File: src/source/exe_pkg.sv
/* shared encodings for the execute/memory slice; data path is fixed at 32 bits
   and only word loads and full-word stores are encoded */
`default_nettype none

package exe_pkg;

    // word and byte lane widths of the bundle
    localparam int XLEN = 32;
    localparam int BE_W = XLEN / 8;

    // sixteen integer registers (RV32E)
    localparam int GPR_ADDR_W = 4;

    // second ALU operand is rs2 except for alu_imm, which passes the immediate
    typedef enum logic [3:0] {
        alu_add    = 4'd0,
        alu_sub    = 4'd1,
        alu_and    = 4'd2,
        alu_or     = 4'd3,
        alu_xor    = 4'd4,
        alu_sll    = 4'd5,
        alu_srl    = 4'd6,
        alu_slt    = 4'd7,
        alu_imm    = 4'd8,
        alu_beq    = 4'd9,
        alu_bne    = 4'd10,
        alu_jal    = 4'd11,
        alu_ebreak = 4'd12
    } alu_op_e;

    // a memory op overrides the ALU result with rs1 + imm as address
    typedef enum logic [1:0] {
        mem_none  = 2'd0,
        mem_load  = 2'd1,
        mem_store = 2'd2
    } mem_op_e;

endpackage

`default_nettype wire
File: src/source/exe_mem_if.sv
/* one execute/memory bundle with valid/ready; the producer holds all fields
   steady while valid is high and ready is low */
`default_nettype none

interface exe_mem_if;

    import exe_pkg::*;

    logic                  valid;
    logic                  ready;
    logic [XLEN-1:0]       pc;
    logic [XLEN-1:0]       npc;
    logic                  redirect;
    // doubles as the memory address
    logic [XLEN-1:0]       alu_result;
    logic [XLEN-1:0]       store_data;
    logic [BE_W-1:0]       byte_mask;
    mem_op_e               mem_op;
    logic [GPR_ADDR_W-1:0] rd;
    logic                  gpr_write;
    logic                  is_break;

    modport producer (
        output valid,
        input  ready,
        output pc,
        output npc,
        output redirect,
        output alu_result,
        output store_data,
        output byte_mask,
        output mem_op,
        output rd,
        output gpr_write,
        output is_break
    );

    modport consumer (
        input  valid,
        output ready,
        input  pc,
        input  npc,
        input  redirect,
        input  alu_result,
        input  store_data,
        input  byte_mask,
        input  mem_op,
        input  rd,
        input  gpr_write,
        input  is_break
    );

endinterface

`default_nettype wire

File: src/source/mem_unit.sv
/* memory stage with a one-entry writeback record; word loads only, address
   bits [1:0] are ignored; after ebreak it accepts nothing until reset */
`default_nettype none

module mem_unit #(
    parameter int RAM_WORDS = 256,
    localparam int ADDR_W   = $clog2(RAM_WORDS)
) (
    input  wire logic                           clk,
    input  wire logic                           reset,
    exe_mem_if.consumer                         in_i,
    output logic [ADDR_W-1:0]                   ram_addr_o,
    output logic                                ram_we_o,
    output logic [exe_pkg::BE_W-1:0]            ram_be_o,
    output logic [31:0]                         ram_wdata_o,
    input  wire logic [31:0]                    ram_rdata_i,
    output logic                                wb_valid_o,
    input  wire logic                           wb_ready_i,
    output logic [31:0]                         wb_pc_o,
    output logic [exe_pkg::GPR_ADDR_W-1:0]      wb_rd_o,
    output logic                                wb_write_o,
    output logic [31:0]                         wb_data_o,
    output logic                                halted_o
);

    import exe_pkg::*;

    logic                  accept;
    logic [ADDR_W-1:0]     new_addr;
    logic [ADDR_W-1:0]     addr_q;
    logic                  halted_q;
    logic                  wb_valid_q;
    logic [XLEN-1:0]       wb_pc_q;
    logic [GPR_ADDR_W-1:0] wb_rd_q;
    logic                  wb_write_q;
    logic [XLEN-1:0]       wb_result_q;
    logic                  wb_load_q;

    assign in_i.ready = !halted_q && (!wb_valid_q || wb_ready_i);
    assign accept     = in_i.valid && in_i.ready;
    assign new_addr   = in_i.alu_result[ADDR_W+1:2];

    // while the record waits, keep re-reading its address so load data holds
    assign ram_addr_o  = in_i.ready ? new_addr : addr_q;
    assign ram_we_o    = accept && (in_i.mem_op == mem_store);
    assign ram_be_o    = in_i.byte_mask;
    assign ram_wdata_o = in_i.store_data;

    always_ff @(posedge clk) begin
        if (reset) begin
            wb_valid_q <= 1'b0;
            halted_q   <= 1'b0;
        end else begin
            if (accept) begin
                wb_valid_q <= 1'b1;
            end else if (wb_ready_i) begin
                wb_valid_q <= 1'b0;
            end
            // sticky
            if (accept && in_i.is_break) begin
                halted_q <= 1'b1;
            end
        end
    end

    always_ff @(posedge clk) begin
        if (accept) begin
            addr_q      <= new_addr;
            wb_pc_q     <= in_i.pc;
            wb_rd_q     <= in_i.rd;
            wb_write_q  <= in_i.gpr_write;
            wb_result_q <= in_i.alu_result;
            wb_load_q   <= (in_i.mem_op == mem_load);
        end
    end

    assign wb_valid_o = wb_valid_q;
    assign wb_pc_o    = wb_pc_q;
    assign wb_rd_o    = wb_rd_q;
    assign wb_write_o = wb_write_q;
    assign wb_data_o  = wb_load_q ? ram_rdata_i : wb_result_q;
    assign halted_o   = halted_q;

endmodule

`default_nettype wire

File: src/flat_wrapper.sv
// flat-port wrapper written by rule: the top's interface ports become plain ports
module mem_unit_flat import exe_pkg::*;
#(
    parameter int RAM_WORDS = 256,
    localparam int ADDR_W   = $clog2(RAM_WORDS)
)
  (clk, reset, ram_addr_o, ram_we_o, ram_be_o, ram_wdata_o, ram_rdata_i, wb_valid_o, wb_ready_i, wb_pc_o, wb_rd_o, wb_write_o, wb_data_o, halted_o, in_i_valid, in_i_ready, in_i_pc, in_i_npc, in_i_redirect, in_i_alu_result, in_i_store_data, in_i_byte_mask, in_i_mem_op, in_i_rd, in_i_gpr_write, in_i_is_break);
  exe_mem_if in_i_i ();
  input  wire logic clk;
  input  wire logic reset;
  output logic [ADDR_W-1:0] ram_addr_o;
  output logic ram_we_o;
  output logic [exe_pkg::BE_W-1:0] ram_be_o;
  output logic [31:0] ram_wdata_o;
  input  wire logic [31:0] ram_rdata_i;
  output logic wb_valid_o;
  input  wire logic wb_ready_i;
  output logic [31:0] wb_pc_o;
  output logic [exe_pkg::GPR_ADDR_W-1:0] wb_rd_o;
  output logic wb_write_o;
  output logic [31:0] wb_data_o;
  output logic halted_o;
  input wire logic [$bits(in_i_i.valid)-1:0] in_i_valid;
  output wire logic [$bits(in_i_i.ready)-1:0] in_i_ready;
  input wire logic [$bits(in_i_i.pc)-1:0] in_i_pc;
  input wire logic [$bits(in_i_i.npc)-1:0] in_i_npc;
  input wire logic [$bits(in_i_i.redirect)-1:0] in_i_redirect;
  input wire logic [$bits(in_i_i.alu_result)-1:0] in_i_alu_result;
  input wire logic [$bits(in_i_i.store_data)-1:0] in_i_store_data;
  input wire logic [$bits(in_i_i.byte_mask)-1:0] in_i_byte_mask;
  input wire logic [$bits(in_i_i.mem_op)-1:0] in_i_mem_op;
  input wire logic [$bits(in_i_i.rd)-1:0] in_i_rd;
  input wire logic [$bits(in_i_i.gpr_write)-1:0] in_i_gpr_write;
  input wire logic [$bits(in_i_i.is_break)-1:0] in_i_is_break;
  assign in_i_i.valid = in_i_valid;
  assign in_i_ready = in_i_i.ready;
  assign in_i_i.pc = in_i_pc;
  assign in_i_i.npc = in_i_npc;
  assign in_i_i.redirect = in_i_redirect;
  assign in_i_i.alu_result = in_i_alu_result;
  assign in_i_i.store_data = in_i_store_data;
  assign in_i_i.byte_mask = in_i_byte_mask;
  assign in_i_i.mem_op = in_i_mem_op;
  assign in_i_i.rd = in_i_rd;
  assign in_i_i.gpr_write = in_i_gpr_write;
  assign in_i_i.is_break = in_i_is_break;
  mem_unit #(.RAM_WORDS(RAM_WORDS)) u_core (.clk(clk), .reset(reset), .in_i(in_i_i), .ram_addr_o(ram_addr_o), .ram_we_o(ram_we_o), .ram_be_o(ram_be_o), .ram_wdata_o(ram_wdata_o), .ram_rdata_i(ram_rdata_i), .wb_valid_o(wb_valid_o), .wb_ready_i(wb_ready_i), .wb_pc_o(wb_pc_o), .wb_rd_o(wb_rd_o), .wb_write_o(wb_write_o), .wb_data_o(wb_data_o), .halted_o(halted_o));
endmodule
File: config.mk
export PLATFORM = sky130hd
export DESIGN_NAME = mem_unit_flat
export DESIGN_NICKNAME = d
export VERILOG_FILES = /design/src/source/exe_pkg.sv /design/src/source/exe_mem_if.sv /design/src/source/mem_unit.sv /design/src/flat_wrapper.sv
export SDC_FILE = /design/constraint.sdc
export NUM_CORES = 1
export LEC_CHECK = 0
export BUFFER_PORTS_ARGS = -buffer_cell sky130_fd_sc_hd__buf_4
export CAP_MARGIN = 20
export CORE_AREA = 3 3 112 114
export DETAILED_ROUTE_END_ITERATION = 8
export DIE_AREA = 0 0 115 117
export PLACE_DENSITY = 0.71
export SYNTH_ARGS = -nofsm -noshare
export SYNTH_HDL_FRONTEND = slang
export SYNTH_SLANG_ARGS = --single-unit
export TNS_END_PERCENT = 10
File: constraint.sdc
create_clock -name clk -period 3.8 [get_ports clk]
set_input_delay 0.19 -clock clk [delete_from_list [all_inputs] [get_ports clk]]
set_output_delay 0.19 -clock clk [all_outputs]
set_load 0.005 [all_outputs]
== Word level (Yosys, flattened, before mapping) ==
Cells that the tools add are included.
Operators by class
  eq/ne operators: 2
  muxes and demuxes: 4
  reductions and logical operators: 8
Operators by type and width (number)
  32-bit two-way mux: 1
  8-bit two-way mux: 1
  1-bit logical AND: 4
  2-bit by 1-bit == test with 1-bit output, second input constant: 1
  2-bit == test, second input constant: 1
  1-bit zero test: 2
  1-bit two-way mux: 2
  2-bit nonzero test: 1
  1-bit logical OR: 1
Word-level totals
  input bits: 177
  bits in registers: 80
  output and inout bits: 117
  word-level logic and storage cells: 22

== Logic depth before layout (Yosys ltp) ==
  depth in word-level cells: 5
  gate-level depth with buffers: 3
  gate-level depth less buffers: 3

== Least setup slack after synthesis ==
No wires, ideal clock.
  kind: reg-to-reg
  from: reg u_core.halted_q, in the netlist u_core.halted_o
  to: reg u_core.wb_load_q, enable pin
  data arrival time: 3.496 ns
  data required time: 3.302 ns
  path buffers: 0
  clock period less this slack: 3.995 ns
  library setup time: 0.498 ns
  stages on the path, launching flop included: 3
  path slack: -0.195 ns
  cells stage by stage: dfxtp_1 > nand2b_1 > nor2_1
Between the ends
  cells in the longest elaborated chain, start to end: 3
Ends and longest elaborated chain
  start: declaration: line mem_unit.sv:31  | logic halted_q;
  start signal: assignment: line mem_unit.sv:52  | halted_q <= 1'b0;
  start signal: assignment: line mem_unit.sv:61  | halted_q <= 1'b1;
  1-bit zero test: line mem_unit.sv:39  | assign in_i.ready = !halted_q && (!wb_valid_q || wb_ready_i);
  1-bit logical AND: line mem_unit.sv:39
  1-bit logical AND: line mem_unit.sv:40  | assign accept = in_i.valid && in_i.ready;
  net u_core.accept: line mem_unit.sv:28  | logic accept;
  end signal: assignment: line mem_unit.sv:73  | wb_load_q <= (in_i.mem_op == mem_load);
  end: declaration: line mem_unit.sv:37  | logic wb_load_q;
The timed path passes the listed nets, and every way through them passes these cells.
A chain may end at the register's enable or synchronous reset.

== Final worst setup path ==
  from: reg u_core.wb_load_q
  to: out wb_data_o[5]
Between the ends
  cells in the longest elaborated chain, start to end: 1
Ends and longest elaborated chain
  32-bit two-way mux: line mem_unit.sv:81  | assign wb_data_o = wb_load_q ? ram_rdata_i : wb_result_q;
  end: declaration: line flat_wrapper.sv:21  | output logic [31:0] wb_data_o;
Every way passes these cells.

==> reports/results.md <==
• **outcome** finished clean
• **largest fanout on the critical path** 26
• **power per standard cell area** 459 nW/um^2
• **critical path's most frequent cell** buf_4
• **cell area after synthesis** 3010 sq um
• **Internal** 1.70 mW
• **first-pass iteration count of the detailed router** 4
• **average detailed-routed wire length per instance** 16.4 microns
• **max capacitance violation total** 0
• **vias per inst** 4.14
• **slew at the pin closest to its max-slew limit** 851 ps
• **Remaining Overflow, GRT** 0
• **TritonCTS sink count** 72
• **critical path capture point type** output port
• **count of inserted antenna diode cells** 0
• **synthesized area per cell** 18.6 sq um
• **Clock Tree Buf Depth** 2
• **number of fill cells** 1065
• **Critical Path Start Type** flop
• **Clock transition at path regs** 50 ps
• **post-synthesis register bit count** 72
• **switching pwr** 0.430 mW
• **Layout Area Growth over Synthesis** 53.9%
• **slowest library cell on the worst path** edfxtp_1
• **portion of total power attributed to sequential cells** 44.8%
• **RSZ-0062 raised after global routing** no
• **Synth Instances** 162
• **fraction of power consumed by combinational cells** 14.2%
• **hold-fix buffers at CTS** 0
• **total vias in the final route** 1943
• **internal reg-to-reg setup slack** 1800 ps
• **setup tns final** 0 ps
• **switching part of the total** 20.2%
• **DIE AREA** 13500 sq um
• **CP Cell Sequence** buf_4 -> mux2_1 -> buf_4
• **power consumption** 2.13 mW
• **worst min path class** in -> reg
• **leakage power** 1.97 nW
• **number of pins with negative max-slew slack in the final report** 0
• **category of the critical setup timing path** reg -> out
• **worst slew margin relative to its limit** 43.1%
• **detailed-placement wirelength estimate** 6000 microns
• **maximum number of pins on one net before global-route repair** 46
• **timing-limited maximum frequency** 0.488 GHz
• **setup bufs post-CTS** 0
• **layout net count** 500
• **routability-driven placement congestion ratio** 0.730
• **antenna viol nets, final** 0
• **initial standard-cell utilization of the core** 26.2%
• **clock buffers created by TritonCTS** 9
• **Core ar.** 11500 sq um
• **worst endpoint required time** 3610 ps
• **number of remaining DRC errors** 0
• **Period Utilization, post-route** 54.0%
• **boundary pin count** 294
• **Worst VDD drop** 0.000246 V
• **Die Span X** 115 microns
• **H-Tree Level Count** 3
• **Clock Root Buffer** clkbuf_16
• **global-route wire length before repair** 10700 microns
• **clock tree from TritonCTS** yes
• **portion of total power attributed to the clock network** 41.0%
• **CP peak stage delay** 600 ps
• **number of global-route vias before repair** 2085
• **number of antenna violations at the first check in global routing** 1
• **fraction of the yosys area taken by sequential cells** 71.1%
• **quantity of I/O buffers inserted on ports** 188
• **synthesized netlist net count** 339
• **Max Clock Skew** 5.94 ps
• **time the final worst path needs with I/O delays and setup** 2050 ps
• **share of cells above drive strength 1** 74.2%
• **worst-skew pair later-pin latency** 330 ps
• **distinct cell type count of the synthesized netlist** 17
• **Post-Route WL** 7710 microns
• **total of warnings raised by yosys** 0
• **number of resized instances in the post-cts repair step** 0
• **Final Setup Violations** 0
• **final-report hold violation count** 0
• **global-route usage over all layers** 10.7%
• **initial detailed-routing violation count** 28
• **standard-cell rows** 39
• **data arrival time at the worst-slack endpoint** 1860 ps
• **die height** 117 microns
==> registers in the layout, indices dropped and copies added, names as in the netlist <==
signal and cells:
u_core.wb_valid_o 1, u_core.wb_rd_o 4, u_core.wb_result_q 32, u_core.wb_write_o 1, u_core.halted_o 1, u_core.wb_pc_o 32
u_core.wb_load_q 1
==> logic make-up after synthesis <==
logic type             share of synthesized area (%)
flip-flops                                      71.1
buffers and inverters                           10.3
AO/OA/AOI/OAI                                  0.374
AND/OR/NAND/NOR                                 2.33
multiplexers                                    15.9
==> cells in the final DEF, fill, tap and decap left out <==
cell / Yosys / routed
nor2b_4: 1 / 1
clkinvlp_4: 0 / 2
clkinv_4: 0 / 1
mux2_2: 27 / 27
nand2b_1: 1 / 1
or2b_1: 1 / 1
buf_4: 36 / 189
a31oi_1: 1 / 1
bufinv_16: 0 / 2
nor2_4: 0 / 1
nor2b_1: 1 / 1
mux2_4: 8 / 8
edfxtp_1: 70 / 70
clkbuf_16: 0 / 9
nor2_8: 1 / 1
buf_12: 0 / 1
dfxtp_1: 2 / 2
a21oi_1: 1 / 1
mux2_1: 5 / 5
nor2_1: 2 / 1
nor4b_1: 1 / 1
==> worst max-delay path, delay by kind of cell, from the launching register on <==
kind | cells | cell delay (ps)
buffers and inverters | 2 | 560
multiplexers | 1 | 380
flip-flops | 1 | 600
==> power groups by stage <==
stage               logic, mW  clock network [mW]  registers, mW
finish                  0.303               0.873          0.955
global route            0.327               0.934          0.961
CTS                     0.310               0.906          0.956
detailed placement      0.309                   0          0.972
global placement        0.304                   0          0.970
floorplan               0.128                   0          0.972
==> stage by stage <==
stage	instance area, sq um	hold slack (ps)	setup slack [ps]	util (%)	instances
2_1_floorplan	3020	259	976	-	162
3_3_place_gp	4330	360	1830	37.6	455
3_5_place_dp	4330	363	1780	37.6	455
4_1_cts	4640	11.7	1690	40.3	469
5_1_grt	4640	16.3	1640	40.3	469
6_report	4640	33.8	1750	40.3	469
==> synth_stat cells, drive strengths merged <==
cell type / number / area, sq um
dfxtp: 2 / 40.0
mux2: 40 / 480
or2b: 1 / 7.51
nor2: 3 / 27.5
nor4b: 1 / 8.76
nand2b: 1 / 6.26
edfxtp: 70 / 2100
buf: 40 / 309
a31oi: 1 / 6.26
nor2b: 2 / 20.0
a21oi: 1 / 5.00
==> layout make-up <==
cell class / instances / area, sq um / area share (%)
clock buffer: 9 / 225 / 4.86
clock inverter: 5 / 83.8 / 1.81
multi-input combinational: 50 / 569 / 12.3
sequential: 72 / 2140 / 46.2
tap: 143 / 179 / 3.86
timing repair buffer: 190 / 1440 / 31.0
==> routing by layer <==
metal  part of all wire, %  up-vias  GRT usage [%]
li1                      -      892              -
met1                    33      901           10.1
met2                    54      125           18.6
met3                    11       23           6.17
met4                   2.4        2           5.24
met5                  0.22        -              0
==> final timing paths <==
check | startpoint | endpoint | cells after the start
max | u_core.wb_load_q | wb_data_o[5] | 3
min | reset | u_core.wb_valid_o | 2
max reg2reg | u_core.halted_o | u_core.wb_load_q | 3
min reg2reg | u_core.wb_valid_o | u_core.wb_valid_o | 2
Power figures use the tool's default switching activity.
