--- src/source/exe_pkg.sv ---
/* shared encodings for the execute/memory slice; data path is fixed at 32 bits
   and only word loads and full-word stores are encoded */
`default_nettype none

package exe_pkg;

    // word and byte lane widths of the bundle
    localparam int XLEN = 32;
    localparam int BE_W = XLEN / 8;

    // sixteen integer registers (RV32E)
    localparam int GPR_ADDR_W = 4;

    // second ALU operand is rs2 except for alu_imm, which passes the immediate
    typedef enum logic [3:0] {
        alu_add    = 4'd0,
        alu_sub    = 4'd1,
        alu_and    = 4'd2,
        alu_or     = 4'd3,
        alu_xor    = 4'd4,
        alu_sll    = 4'd5,
        alu_srl    = 4'd6,
        alu_slt    = 4'd7,
        alu_imm    = 4'd8,
        alu_beq    = 4'd9,
        alu_bne    = 4'd10,
        alu_jal    = 4'd11,
        alu_ebreak = 4'd12
    } alu_op_e;

    // a memory op overrides the ALU result with rs1 + imm as address
    typedef enum logic [1:0] {
        mem_none  = 2'd0,
        mem_load  = 2'd1,
        mem_store = 2'd2
    } mem_op_e;

endpackage

`default_nettype wire
--- src/source/exe_mem_if.sv ---
/* one execute/memory bundle with valid/ready; the producer holds all fields
   steady while valid is high and ready is low */
`default_nettype none

interface exe_mem_if;

    import exe_pkg::*;

    logic                  valid;
    logic                  ready;
    logic [XLEN-1:0]       pc;
    logic [XLEN-1:0]       npc;
    logic                  redirect;
    // doubles as the memory address
    logic [XLEN-1:0]       alu_result;
    logic [XLEN-1:0]       store_data;
    logic [BE_W-1:0]       byte_mask;
    mem_op_e               mem_op;
    logic [GPR_ADDR_W-1:0] rd;
    logic                  gpr_write;
    logic                  is_break;

    modport producer (
        output valid,
        input  ready,
        output pc,
        output npc,
        output redirect,
        output alu_result,
        output store_data,
        output byte_mask,
        output mem_op,
        output rd,
        output gpr_write,
        output is_break
    );

    modport consumer (
        input  valid,
        output ready,
        input  pc,
        input  npc,
        input  redirect,
        input  alu_result,
        input  store_data,
        input  byte_mask,
        input  mem_op,
        input  rd,
        input  gpr_write,
        input  is_break
    );

endinterface

`default_nettype wire

--- src/source/exe_mem_reg.sv ---
/* single-entry execute/memory register; it takes no input in the cycle it
   hands a redirecting bundle onward, younger ops are dropped upstream */
`default_nettype none

module exe_mem_reg (
    input  wire logic   clk,
    input  wire logic   reset,
    exe_mem_if.consumer in_i,
    exe_mem_if.producer out_o,
    output logic        redirect_o,
    output logic [31:0] redirect_pc_o
);

    import exe_pkg::*;

    logic                  valid_q;
    logic [XLEN-1:0]       pc_q;
    logic [XLEN-1:0]       npc_q;
    logic                  redirect_q;
    logic [XLEN-1:0]       alu_result_q;
    logic [XLEN-1:0]       store_data_q;
    logic [BE_W-1:0]       byte_mask_q;
    mem_op_e               mem_op_q;
    logic [GPR_ADDR_W-1:0] rd_q;
    logic                  gpr_write_q;
    logic                  is_break_q;
    logic                  flush;

    // redirecting bundle leaves this cycle
    assign flush = valid_q && redirect_q && out_o.ready;

    // slides when the downstream stage takes the held bundle
    assign in_i.ready = !flush && (!valid_q || out_o.ready);

    assign redirect_o    = flush;
    assign redirect_pc_o = flush ? npc_q : '0;

    always_ff @(posedge clk) begin
        if (reset) begin
            valid_q <= 1'b0;
        end else if (flush) begin
            valid_q <= 1'b0;
        end else if (in_i.ready) begin
            valid_q <= in_i.valid;
        end
    end

    // payload only moves on an accepted transfer
    always_ff @(posedge clk) begin
        if (in_i.valid && in_i.ready) begin
            pc_q         <= in_i.pc;
            npc_q        <= in_i.npc;
            redirect_q   <= in_i.redirect;
            alu_result_q <= in_i.alu_result;
            store_data_q <= in_i.store_data;
            byte_mask_q  <= in_i.byte_mask;
            mem_op_q     <= in_i.mem_op;
            rd_q         <= in_i.rd;
            gpr_write_q  <= in_i.gpr_write;
            is_break_q   <= in_i.is_break;
        end
    end

    assign out_o.valid      = valid_q;
    assign out_o.pc         = pc_q;
    assign out_o.npc        = npc_q;
    assign out_o.redirect   = redirect_q;
    assign out_o.alu_result = alu_result_q;
    assign out_o.store_data = store_data_q;
    assign out_o.byte_mask  = byte_mask_q;
    assign out_o.mem_op     = mem_op_q;
    assign out_o.rd         = rd_q;
    assign out_o.gpr_write  = gpr_write_q;
    assign out_o.is_break   = is_break_q;

endmodule

`default_nettype wire

--- src/flat_wrapper.sv ---
// flat-port wrapper written by rule: the top's interface ports become plain ports
module exe_mem_reg_flat import exe_pkg::*;
  (clk, reset, redirect_o, redirect_pc_o, in_i_valid, in_i_ready, in_i_pc, in_i_npc, in_i_redirect, in_i_alu_result, in_i_store_data, in_i_byte_mask, in_i_mem_op, in_i_rd, in_i_gpr_write, in_i_is_break, out_o_valid, out_o_ready, out_o_pc, out_o_npc, out_o_redirect, out_o_alu_result, out_o_store_data, out_o_byte_mask, out_o_mem_op, out_o_rd, out_o_gpr_write, out_o_is_break);
  exe_mem_if in_i_i ();
  exe_mem_if out_o_i ();
  input  wire logic clk;
  input  wire logic reset;
  output logic redirect_o;
  output logic [31:0] redirect_pc_o;
  input wire logic [$bits(in_i_i.valid)-1:0] in_i_valid;
  output wire logic [$bits(in_i_i.ready)-1:0] in_i_ready;
  input wire logic [$bits(in_i_i.pc)-1:0] in_i_pc;
  input wire logic [$bits(in_i_i.npc)-1:0] in_i_npc;
  input wire logic [$bits(in_i_i.redirect)-1:0] in_i_redirect;
  input wire logic [$bits(in_i_i.alu_result)-1:0] in_i_alu_result;
  input wire logic [$bits(in_i_i.store_data)-1:0] in_i_store_data;
  input wire logic [$bits(in_i_i.byte_mask)-1:0] in_i_byte_mask;
  input wire logic [$bits(in_i_i.mem_op)-1:0] in_i_mem_op;
  input wire logic [$bits(in_i_i.rd)-1:0] in_i_rd;
  input wire logic [$bits(in_i_i.gpr_write)-1:0] in_i_gpr_write;
  input wire logic [$bits(in_i_i.is_break)-1:0] in_i_is_break;
  output wire logic [$bits(out_o_i.valid)-1:0] out_o_valid;
  input wire logic [$bits(out_o_i.ready)-1:0] out_o_ready;
  output wire logic [$bits(out_o_i.pc)-1:0] out_o_pc;
  output wire logic [$bits(out_o_i.npc)-1:0] out_o_npc;
  output wire logic [$bits(out_o_i.redirect)-1:0] out_o_redirect;
  output wire logic [$bits(out_o_i.alu_result)-1:0] out_o_alu_result;
  output wire logic [$bits(out_o_i.store_data)-1:0] out_o_store_data;
  output wire logic [$bits(out_o_i.byte_mask)-1:0] out_o_byte_mask;
  output wire logic [$bits(out_o_i.mem_op)-1:0] out_o_mem_op;
  output wire logic [$bits(out_o_i.rd)-1:0] out_o_rd;
  output wire logic [$bits(out_o_i.gpr_write)-1:0] out_o_gpr_write;
  output wire logic [$bits(out_o_i.is_break)-1:0] out_o_is_break;
  assign in_i_i.valid = in_i_valid;
  assign in_i_ready = in_i_i.ready;
  assign in_i_i.pc = in_i_pc;
  assign in_i_i.npc = in_i_npc;
  assign in_i_i.redirect = in_i_redirect;
  assign in_i_i.alu_result = in_i_alu_result;
  assign in_i_i.store_data = in_i_store_data;
  assign in_i_i.byte_mask = in_i_byte_mask;
  assign in_i_i.mem_op = in_i_mem_op;
  assign in_i_i.rd = in_i_rd;
  assign in_i_i.gpr_write = in_i_gpr_write;
  assign in_i_i.is_break = in_i_is_break;
  assign out_o_valid = out_o_i.valid;
  assign out_o_i.ready = out_o_ready;
  assign out_o_pc = out_o_i.pc;
  assign out_o_npc = out_o_i.npc;
  assign out_o_redirect = out_o_i.redirect;
  assign out_o_alu_result = out_o_i.alu_result;
  assign out_o_store_data = out_o_i.store_data;
  assign out_o_byte_mask = out_o_i.byte_mask;
  assign out_o_mem_op = out_o_i.mem_op;
  assign out_o_rd = out_o_i.rd;
  assign out_o_gpr_write = out_o_i.gpr_write;
  assign out_o_is_break = out_o_i.is_break;
  exe_mem_reg u_core (.clk(clk), .reset(reset), .in_i(in_i_i), .out_o(out_o_i), .redirect_o(redirect_o), .redirect_pc_o(redirect_pc_o));
endmodule
--- config.mk ---
export PLATFORM = sky130hd
export DESIGN_NAME = exe_mem_reg_flat
export DESIGN_NICKNAME = d
export VERILOG_FILES = /design/src/source/exe_pkg.sv /design/src/source/exe_mem_if.sv /design/src/source/exe_mem_reg.sv /design/src/flat_wrapper.sv
export SDC_FILE = /design/constraint.sdc
export NUM_CORES = 1
export LEC_CHECK = 0
export ABC_AREA = 1
export BUFFER_PORTS_ARGS = -buffer_cell sky130_fd_sc_hd__buf_2
export CAP_MARGIN = 10
export CORE_AREA = 2 2 125 127
export DETAILED_ROUTE_END_ITERATION = 16
export DIE_AREA = 0 0 127 129
export GPL_TIMING_DRIVEN = 0
export SLEW_MARGIN = 10
export SYNTH_ARGS = -nofsm -noshare
export SYNTH_HDL_FRONTEND = slang
export SYNTH_SLANG_ARGS = --single-unit
export TNS_END_PERCENT = 1
--- constraint.sdc ---
create_clock -name clk -period 18.93 [get_ports clk]
set_input_delay 5.679 -clock clk [delete_from_list [all_inputs] [get_ports clk]]
set_output_delay 5.679 -clock clk [all_outputs]
set_load 0.05 [all_outputs]
# Yosys cells after proc, flatten, opt, wreduce, memory -nomap -nowiden
# Index checks and enable logic that the tools add are counted.
dict set report totals {
  register_bits 142
  output_inout_bits 176
  wordCells 20
}
dict set report classes {
  n_mux 1
  n_reduce_logical 8
}
# cell count
set op_table {}
lappend op_table {{$mux 32} 1}
lappend op_table {{$logic_and 1x1->1} 4}
lappend op_table {{$logic_not 1->1} 2}
lappend op_table {{$reduce_or 2->1} 1}
lappend op_table {{$logic_or 1x1->1} 1}

# Logic depth before layout (Yosys ltp)
# Gate-level depths: netlist of run 1.
dict set report depth {
  depth_word 5
  ltp_mapped 4
  depth_no_buf 4
}

# Least setup slack after synthesis of run 1
# Ideal clock, no wire load.
dict set report synth_timing {
  path_type {in2reg}
  startpoint {input out_o_ready}
  endpoint {register u_core.alu_result_q[0], in the netlist u_core.out_o.alu_result[0], enable pin}
  setup_time_ns 0.687
  arrival_ns 12.538
  setup_slack_ns 5.705
  path_stages 2
  cell_sequence {nand2_1 > a21oi_1}
}
dict set report synth_via {
  elab_chain_len 4
  elab_cells_between_ends 5
  cone_classes {reduce/logical (5)}
}
# element line_no
set synth_lines {}
lappend synth_lines {{start: declaration} flat_wrapper.sv:23} ;# input wire logic [$bits(out_o_i.ready)-1:0] out_o_ready;
lappend synth_lines {{$logic_and 1x1->1} exe_mem_reg.sv:30} ;# assign flush = valid_q && redirect_q && out_o.ready;
lappend synth_lines {{$logic_not 1->1} exe_mem_reg.sv:33} ;# assign in_i.ready = !flush && (!valid_q || out_o.ready);
lappend synth_lines {{$logic_and 1x1->1 (*)} exe_mem_reg.sv:33}
lappend synth_lines {{$logic_and 1x1->1 (*)} exe_mem_reg.sv:50} ;# if (in_i.valid && in_i.ready) begin
lappend synth_lines {{end signal: assignment} exe_mem_reg.sv:54} ;# alu_result_q <= in_i.alu_result;
lappend synth_lines {{end: declaration} exe_mem_reg.sv:20} ;# logic [XLEN-1:0] alu_result_q;
# Mark *: on every way between the ends. The rest lies on a longest branch, timed or not.
# A chain may end at the register's enable or synchronous reset.

# Final worst setup path of run 1
dict set report layout_timing {
  startpoint {input out_o_ready}
  endpoint {output redirect_pc_o[25]}
}
dict set report layout_via {
  elab_chain_len 2
}
# element line_no
set layout_lines {}
lappend layout_lines {{$logic_and 1x1->1} exe_mem_reg.sv:30}
lappend layout_lines {{$mux 32} exe_mem_reg.sv:36} ;# assign redirect_pc_o = flush ? npc_q : '0;
lappend layout_lines {{end: declaration} flat_wrapper.sv:9} ;# output logic [31:0] redirect_pc_o;
# Every way passes these cells.

==> results.md, run 1 <==
Clock network:
- The register clock-pin slew on the reported worst setup and hold paths is 50 ps.
- The total clock buffers created by CTS is 17.
- No sink is reached through more buffers than the 2 on the longest clock path.
- TritonCTS built the clock tree.
- The number of buffers inserted by post-CTS setup repair is 0.
- The total of hold buffers inserted after clock tree synthesis is 0.
- The H-tree level count is 4.
- In this run, post-CTS repair resized a total of 0 instances.
- The tree is rooted in a clkbuf_16.
- The tree built by TritonCTS fans out to 142 sinks.
- At the later pin of the worst-skew pair, clock insertion delay measures 420 ps.

Placement:
- Prior to clock tree synthesis, the placed netlist has a worst setup slack of 6760 ps.
- Once detailed placement completed, the half-perimeter wirelength came to 9220 µm.
- The number of port buffers is 320.
- The routability congestion estimate is 0.772.
- Counting tap cells, the placed design contains a total of 732 instances.

Power:
- The clock network accounts for 38.1% of the total power.
- Power spread over the standard cell area amounts to 113 nW/µm².
- The proportion of power drawn by flip-flops and latches is 46.5%.
- The switching power is 0.229 mW.
- The internal portion of the total power is 0.579 mW.
- VDD sags by at most 0.0672 mV.
- Net switching is 28.3% of the power.
- The combinational share of power is 15.4%.
- The leakage power is 3.28 nW.

STA:
- The maximum clock skew at final layout is 12.9 ps.
- The final worst-path cycle share is 64.3%.
- The maximum clock frequency is 82.2 MHz.
- In the post-route analysis, the smallest setup slack over all paths is 6770 ps.
- Setup violations remaining at the end of the flow were counted as 0.
- The setup total negative slack is 0 ps.
- The minimum clock period after layout is 12160 ps.
- The worst slew margin relative to its limit is 69.2%.
- The count of endpoints failing hold in the final timing report is 0.
- Setup repair after global routing left no endpoint under its margin.
- The max-slew violation count is 0.
- At the pin with the least slew margin, the transition time is 461 ps.

Floorplanning:
- The die area is 16400 µm².
- The die is 127 µm wide.
- In this run the vertical extent of the chip is 129 µm.
- Once the floorplan was initialized, standard cells occupied 31.2% of the core.
- For this design the top-level I/O count stands at 321.
- The core area is 15000 µm².
- The row count is 45.

Setup path:
- The type of the worst setup path is in -> out.
- The setup check on the worst reg-to-reg path leaves a slack of 17050 ps.
- The type of element capturing the critical path is a primary output.
- The critical path launch point type is a primary input.
- In this run the critical register-to-register path is launched from u_core.out_o.redirect.
- Data arrives at the worst endpoint at 6480 ps.
- The depth of the worst register-to-register path is 5.
- The worst reg2reg path endpoint is u_core.out_o.alu_result[10].
- The highest fanout seen on the critical path is 10.
- Data on the critical path is required at its endpoint by 13250 ps.

Min path:
- The worst hold path begins at u_core.out_o.valid.
- The worst hold path passes through 2 cells.
- The path category of the worst min-delay check is reg -> reg.
- The end point of the worst hold path is u_core.out_o.valid.

Cells and area:
- The net count of the finished layout is 708.
- 0 antenna diodes ended up in the layout.
- In the layout the commonest cells are 320 x buf_2, 141 x edfxtp_1, 36 x inv_1.
- From synthesis to final layout, the design area changed by 53.6%.
- The number of inserted filler cells in the final layout is 1350.
- In the final layout, the share of cells above drive strength 1 is 67.4%.
- The library cell used most frequently in the layout, excluding fill and tap cells, is buf_2.
- The post-route non-filler standard cell count is 764.
- In the final layout, the multi-input gates occupy 258 µm².
- The register cell area after layout is 4250 µm².

Detailed routing:
- The average wire per cell in the routed design is 15.3 µm.
- The first-pass iteration count of the detailed router is 4.
- Once detail routing completed, the nets flagged for antenna violations numbered 0.
- The detailed router placed 3150 vias in this run.
- The via density per instance is 4.12.
- After detailed routing, the total wire length is 11700 µm.
- The count of unresolved DRC violations after routing is 0.
- The detailed router's first-iteration violation count is 61.

Synthesis:
- The post-synthesis cell type count is 10.
- The post-synthesis register bit count is 142.
- The post-synth net total is 364.
- The fraction of the yosys area taken by sequential cells is 91.1%.
- The cell count after synthesis came out at 219.
- The post-synthesis instance area is 4670 µm².
- During synthesis, Yosys emitted a total of 0 warnings.
- The average instance area after synthesis is 21.3 µm².

GRT:
- The aggregate global routing overflow is 0.
- The first global-routing pass estimated 16400 µm of wire.
- The total routing usage reported by global routing is 13.7%.
- The maximum number of pins on one net before global-route repair is 31.
- The via count of the first global-routing pass is 3159.
- The number of antenna violations at the first check in global routing is 1.

Run status:
- The run finished with clean final reports.

Job:
- Across the run, the number of max-cap violations was 0.
metal layers:
metal	vias to the layer above	wire length, µm	global-route usage [%]
met1	1459	4350	14.6
met2	203	5820	22.9
met5	-	16	0
met3	16	1290	7.32
li1	1470	-	-
met4	2	187	5.62
worst max-delay path: stages:
cell and delay, ps:
buf_2 120, nand3_4 130, buf_6 190, nor2_2 90, buf_2 270
cell type report:
cell class	count	area share, %
clock inverters	13	1.62
multi-input cells	38	3.59
inverters	36	1.88
repair buffers	325	23.8
well taps	188	3.28
plain buffers	3	0.471
clock buffers	19	6.03
flip-flops and latches	142	59.3
metrics by stage:
| stage | area (µm²) | power (mW) | hold WS, ps | util [%] |
|---|---|---|---|---|
| after floorplan | 4670 | 0.470 | 858 | - |
| after global routing | 7170 | 0.835 | 640 | 47.9 |
| after CTS | 7170 | 0.818 | 602 | 47.9 |
| final | 7170 | 0.807 | 600 | 47.9 |
| after global placement | 6510 | 0.509 | 534 | 43.4 |
| after detailed placement | 6630 | 0.508 | 595 | 44.2 |
cell usage after synthesis, drive strengths merged:
master	n	area [µm²]
edfxtp	141	4230
inv	36	135
nor2	32	208
buf	3	33.8
nand2	3	11.3
a21oi	2	10.0
dfxtp	1	20.0
nand3	1	17.5
registers in the layout, summed over array words and instances (netlist names):
register and cells:
u_core.out_o.alu_result 32, u_core.out_o.npc 32, u_core.out_o.pc 32, u_core.out_o.store_data 32, u_core.out_o.byte_mask 4, u_core.out_o.rd 4
u_core.out_o.mem_op 2, u_core.out_o.gpr_write 1, u_core.out_o.is_break 1, u_core.out_o.redirect 1, u_core.out_o.valid 1
power groups by stage:
| stage | logic, mW | registers (mW) | clock network [mW] |
|---|---|---|---|
| 2_1_floorplan | 0.0171 | 0.453 | 0 |
| 3_3_place_gp | 0.120 | 0.389 | 0 |
| 3_5_place_dp | 0.125 | 0.382 | 0 |
| 4_1_cts | 0.125 | 0.376 | 0.316 |
| 5_1_grt | 0.129 | 0.377 | 0.329 |
| 6_report | 0.124 | 0.376 | 0.308 |
kinds of logic (layout without fill, tap and decap cells):
| group | after synthesis | in the layout | synth area share (%) |
|---|---|---|---|
| AOI/OAI and AO/OA | 2 | 2 | 0.214 |
| and+or+nand+nor | 36 | 36 | 5.06 |
| buffers and inverters | 39 | 396 | 3.62 |
| DFF | 142 | 142 | 91.1 |
how the worst max path moves through the flow:
stage / start / end / slack (ps) / cells after the start
floorplan: out_o_ready / u_core.out_o.alu_result[0] / 5700 / 2
global placement: out_o_ready / u_core.out_o.alu_result[13] / 3170 / 3
detailed placement: out_o_ready / redirect_pc_o[11] / 6760 / 5
CTS: out_o_ready / redirect_pc_o[11] / 6760 / 5
global route: out_o_ready / redirect_pc_o[15] / 6710 / 5
finish: out_o_ready / redirect_pc_o[25] / 6770 / 5
(Power assumes the default switching activity.)
==> run 2, diff against run 1 <==
--- a/config.mk
+++ b/config.mk
@@ -8,9 +8,9 @@
 export ABC_AREA = 1
 export BUFFER_PORTS_ARGS = -buffer_cell sky130_fd_sc_hd__buf_2
 export CAP_MARGIN = 10
-export CORE_AREA = 2 2 125 127
+export CORE_AREA = 2 2 126 128
 export DETAILED_ROUTE_END_ITERATION = 16
-export DIE_AREA = 0 0 127 129
+export DIE_AREA = 0 0 128 130
 export GPL_TIMING_DRIVEN = 0
 export SLEW_MARGIN = 10
 export SYNTH_ARGS = -nofsm -noshare
==> constraint.sdc (replaced) <==
create_clock -name clk -period 10.76 [get_ports clk]
set_input_delay 3.228 -clock clk [delete_from_list [all_inputs] [get_ports clk]]
set_output_delay 3.228 -clock clk [all_outputs]
set_load 0.05 [all_outputs]
==> run 2 against run 1 <==
Net effect:
- via count is 0.54% lower
- worst setup slack worse by 3300 ps
- worst hold slack worse by 2.0 ps
- combinational power is 76% higher
- sequential cell count stayed put
- final cell count is 0.26% higher
- sequential power is 76% higher
- power is 77% higher
- global-route usage is 0.80 points lower
- critical path depth stayed put
- routed wire length is 4.9% lower
- design area is 0.23% higher
- critical endpoint is now redirect_pc_o[29]
==> results.md, run 2 (same netlist as run 1, synthesis figures left out) <==
Placement:
- Input and output buffers added on the ports amount to 320.
- The minimum setup slack after placement is 3490 ps.
- Including well taps, the total number of placed cells is 736.
- The congestion estimate from routability-driven global placement came to 0.763.
- The instance area at placement is 6640 µm².
- The HPWL reported at the end of detailed placement is 8780 µm.

STA:
- Setup repair after global routing left no endpoint under its margin.
- The final worst-path cycle share is 67.5%.
- In the post-route analysis, the smallest setup slack over all paths is 3500 ps.
- Adding up every negative setup slack in the final design gives 0 ps.
- The max-slew violation count is 0.
- The count of endpoints failing hold in the final timing report is 0.
- The transition at the pin with the smallest max-transition slack is 568 ps.
- The worst slew margin relative to its limit is 62.0%.
- Counting I/O delays and the setup requirement, the final critical path takes 7260 ps.
- Static timing analysis puts the maximum clock frequency at 138 MHz.
- The maximum clock skew at final layout is 9.10 ps.
- The count of final setup violators is 0.
- On the final layout, the worst hold slack is 598 ps.

Setup path:
- The critical-path cell with the highest stage delay is buf_2.
- The combined buffer and inverter count along the critical path is 3.
- The worst setup path is captured at a primary output.
- The worst reg-to-reg setup slack is 8640 ps.
- Walking the worst path, the cells encountered are buf_2, nand3_4, buf_6, nor2_2, buf_2.
- Of all nets on the critical path, the largest fanout is 10.
- The endpoint required time on the critical path is 7530 ps.
- The depth of the worst register-to-register path is 6.
- The kind of cell adding the most delay to the critical path is buffers and inverters.
- The launch point of the worst reg-to-reg path is u_core.out_o.redirect.
- The critical path launch point type is a primary input.
- The type of the worst setup path is in -> out.
- In this run the critical register-to-register path is captured at u_core.out_o.pc[20].
- By instance count, the cell type seen most on the critical path is buf_2.
- The largest stage delay on the critical path is 280 ps.
- The arrival time of data at the critical path endpoint is 4030 ps.

Clock network:
- In this run the clock root is driven by a clkbuf_16.
- In this run the post-CTS setup repair buffer count came out at 0.
- The total number of clock tree sinks is 142.
- The number of buffers between clock root and the deepest sink is 2.
- The clock tree synthesis step divided the H-tree into 4 levels.
- The number of gates resized after CTS is 0.
- In this run, CTS created clock tree buffers numbering 17.
- The register clock-pin slew on the reported worst setup and hold paths is 50 ps.
- The total of hold buffers inserted after clock tree synthesis is 0.
- The clock insertion delay at the later pin of the skew report is 410 ps.
- The clock tree from TritonCTS is built.

Floorplanning:
- The row count is 46.
- The die area is 16600 µm².
- The die is 128 µm wide.
- The initial core utilization is 30.3%.
- The core area is 15400 µm².
- For this design the top-level I/O count stands at 321.
- From bottom edge to top edge, the die measures 130 µm.

GRT:
- Global routing finished with a remaining overflow of 0.
- The wire length of the first global-routing pass is 16000 µm.
- The maximum number of pins on one net before global-route repair is 29.
- The total routing usage reported by global routing is 12.9%.
- The number of antenna violations at the first check in global routing is 0.
- The via count of the first global-routing pass was 3130.

Cells and area:
- The final layout contains 708 nets.
- From synthesis to final layout, the design area changed by 54.0%.
- The final design utilization is 46.6%.
- The count of cells in the finished layout, fillers not included, comes to 766.
- The number of diodes is 0.
- The post-route standard cell area excluding fillers is 7190 µm².
- Leaving out fill and tap cells, the most frequent cells in the layout are 320 x buf_2, 141 x edfxtp_1, 36 x inv_1.
- Leaving out fill and tap cells, the most frequent cell in the layout is buf_2.
- Cells with a size suffix above 1 make up 67.2% of the layout.
- The number of inserted filler cells in the final layout is 1406.

Detailed routing:
- The number of antenna-violating nets in the routed design is 0.
- The pre-antenna-repair detailed-routing pass consisted of 4 iterations.
- After detailed routing, the number of remaining DRC violations is 0.
- Across all layers, the routed design uses 3133 vias.
- The average wire per cell in the routed design is 14.5 µm.
- The final wirelength is 11100 µm.
- The detailed router finished its first iteration with 125 violations.
- After detailed routing, the number of vias per cell comes to 4.09.

Power:
- For this design the ratio of total power to cell area is 198 nW/µm².
- Summed over all cells, the static leakage comes to 3.29 nW.
- The post-layout total power is 1.43 mW.
- IR analysis of the VDD net gives a maximum drop of 0.114 mV.

Min path:
- The worst hold path passes through 2 cells.
- The worst min-delay path startpoint is u_core.out_o.valid.
- The path category of the worst min-delay check is reg -> reg.
- The worst hold path terminates at u_core.out_o.valid.

Run status:
- The flow ran to the end, and the final reports show no timing, DRC or antenna violations.

Job:
- The tool flagged a number of max-cap violations equal to 0.
run 2: changes by cell type in the layout (fill, tap and decap cells not counted):
cell,delta
inv_6,-1
buf_12,-1
bufinv_16,+1
clkinv_4,-2
buf_16,+1
run 2: worst reg2reg max path: cells and delay by family, from the launching register on:
kind | cells | cell delay [ps]
buf+inv | 4 | 780
flops | 1 | 440
compound gates | 1 | 500
simple gates | 1 | 100
run 2: final cells by class:
| class | count | area [µm²] | share of cell area [%] |
|---|---|---|---|
| well taps | 192 | 240 | 3.34 |
| clock inverters | 11 | 120 | 1.67 |
| plain buffers | 3 | 33.8 | 0.470 |
| repair buffers | 325 | 1720 | 23.9 |
| clock buffers | 19 | 433 | 6.02 |
| flip-flops and latches | 142 | 4250 | 59.2 |
| inverters | 36 | 135 | 1.88 |
| multi-input cells | 38 | 258 | 3.58 |
run 2: worst max path at each step:
stage | from | endpoint | cells after the start
after floorplan | out_o_ready | u_core.out_o.alu_result[0] | 2
final | out_o_ready | redirect_pc_o[29] | 5
after global placement | out_o_ready | u_core.out_o.alu_result[16] | 3
after global routing | out_o_ready | redirect_pc_o[24] | 5
after CTS | out_o_ready | redirect_pc_o[29] | 5
after detailed placement | out_o_ready | redirect_pc_o[29] | 5
run 2: power by group:
| part | internal (mW) | total [mW] | switching [mW] | leakage (nW) |
|---|---|---|---|---|
| Clock | 0.337 | 0.548 | 0.210 | 0.266 |
| Combinational | 0.0504 | 0.218 | 0.168 | 1.65 |
| Sequential | 0.650 | 0.661 | 0.0105 | 1.36 |
run 2: routing by layer:
layer | up-vias | share of wire (%) | GRT usage (%)
met2 | 211 | 50 | 21.0
li1 | 1469 | - | -
met5 | - | 0 | 0
met3 | 15 | 11 | 6.48
met4 | 0 | 1.9 | 6.01
met1 | 1438 | 37 | 14.1
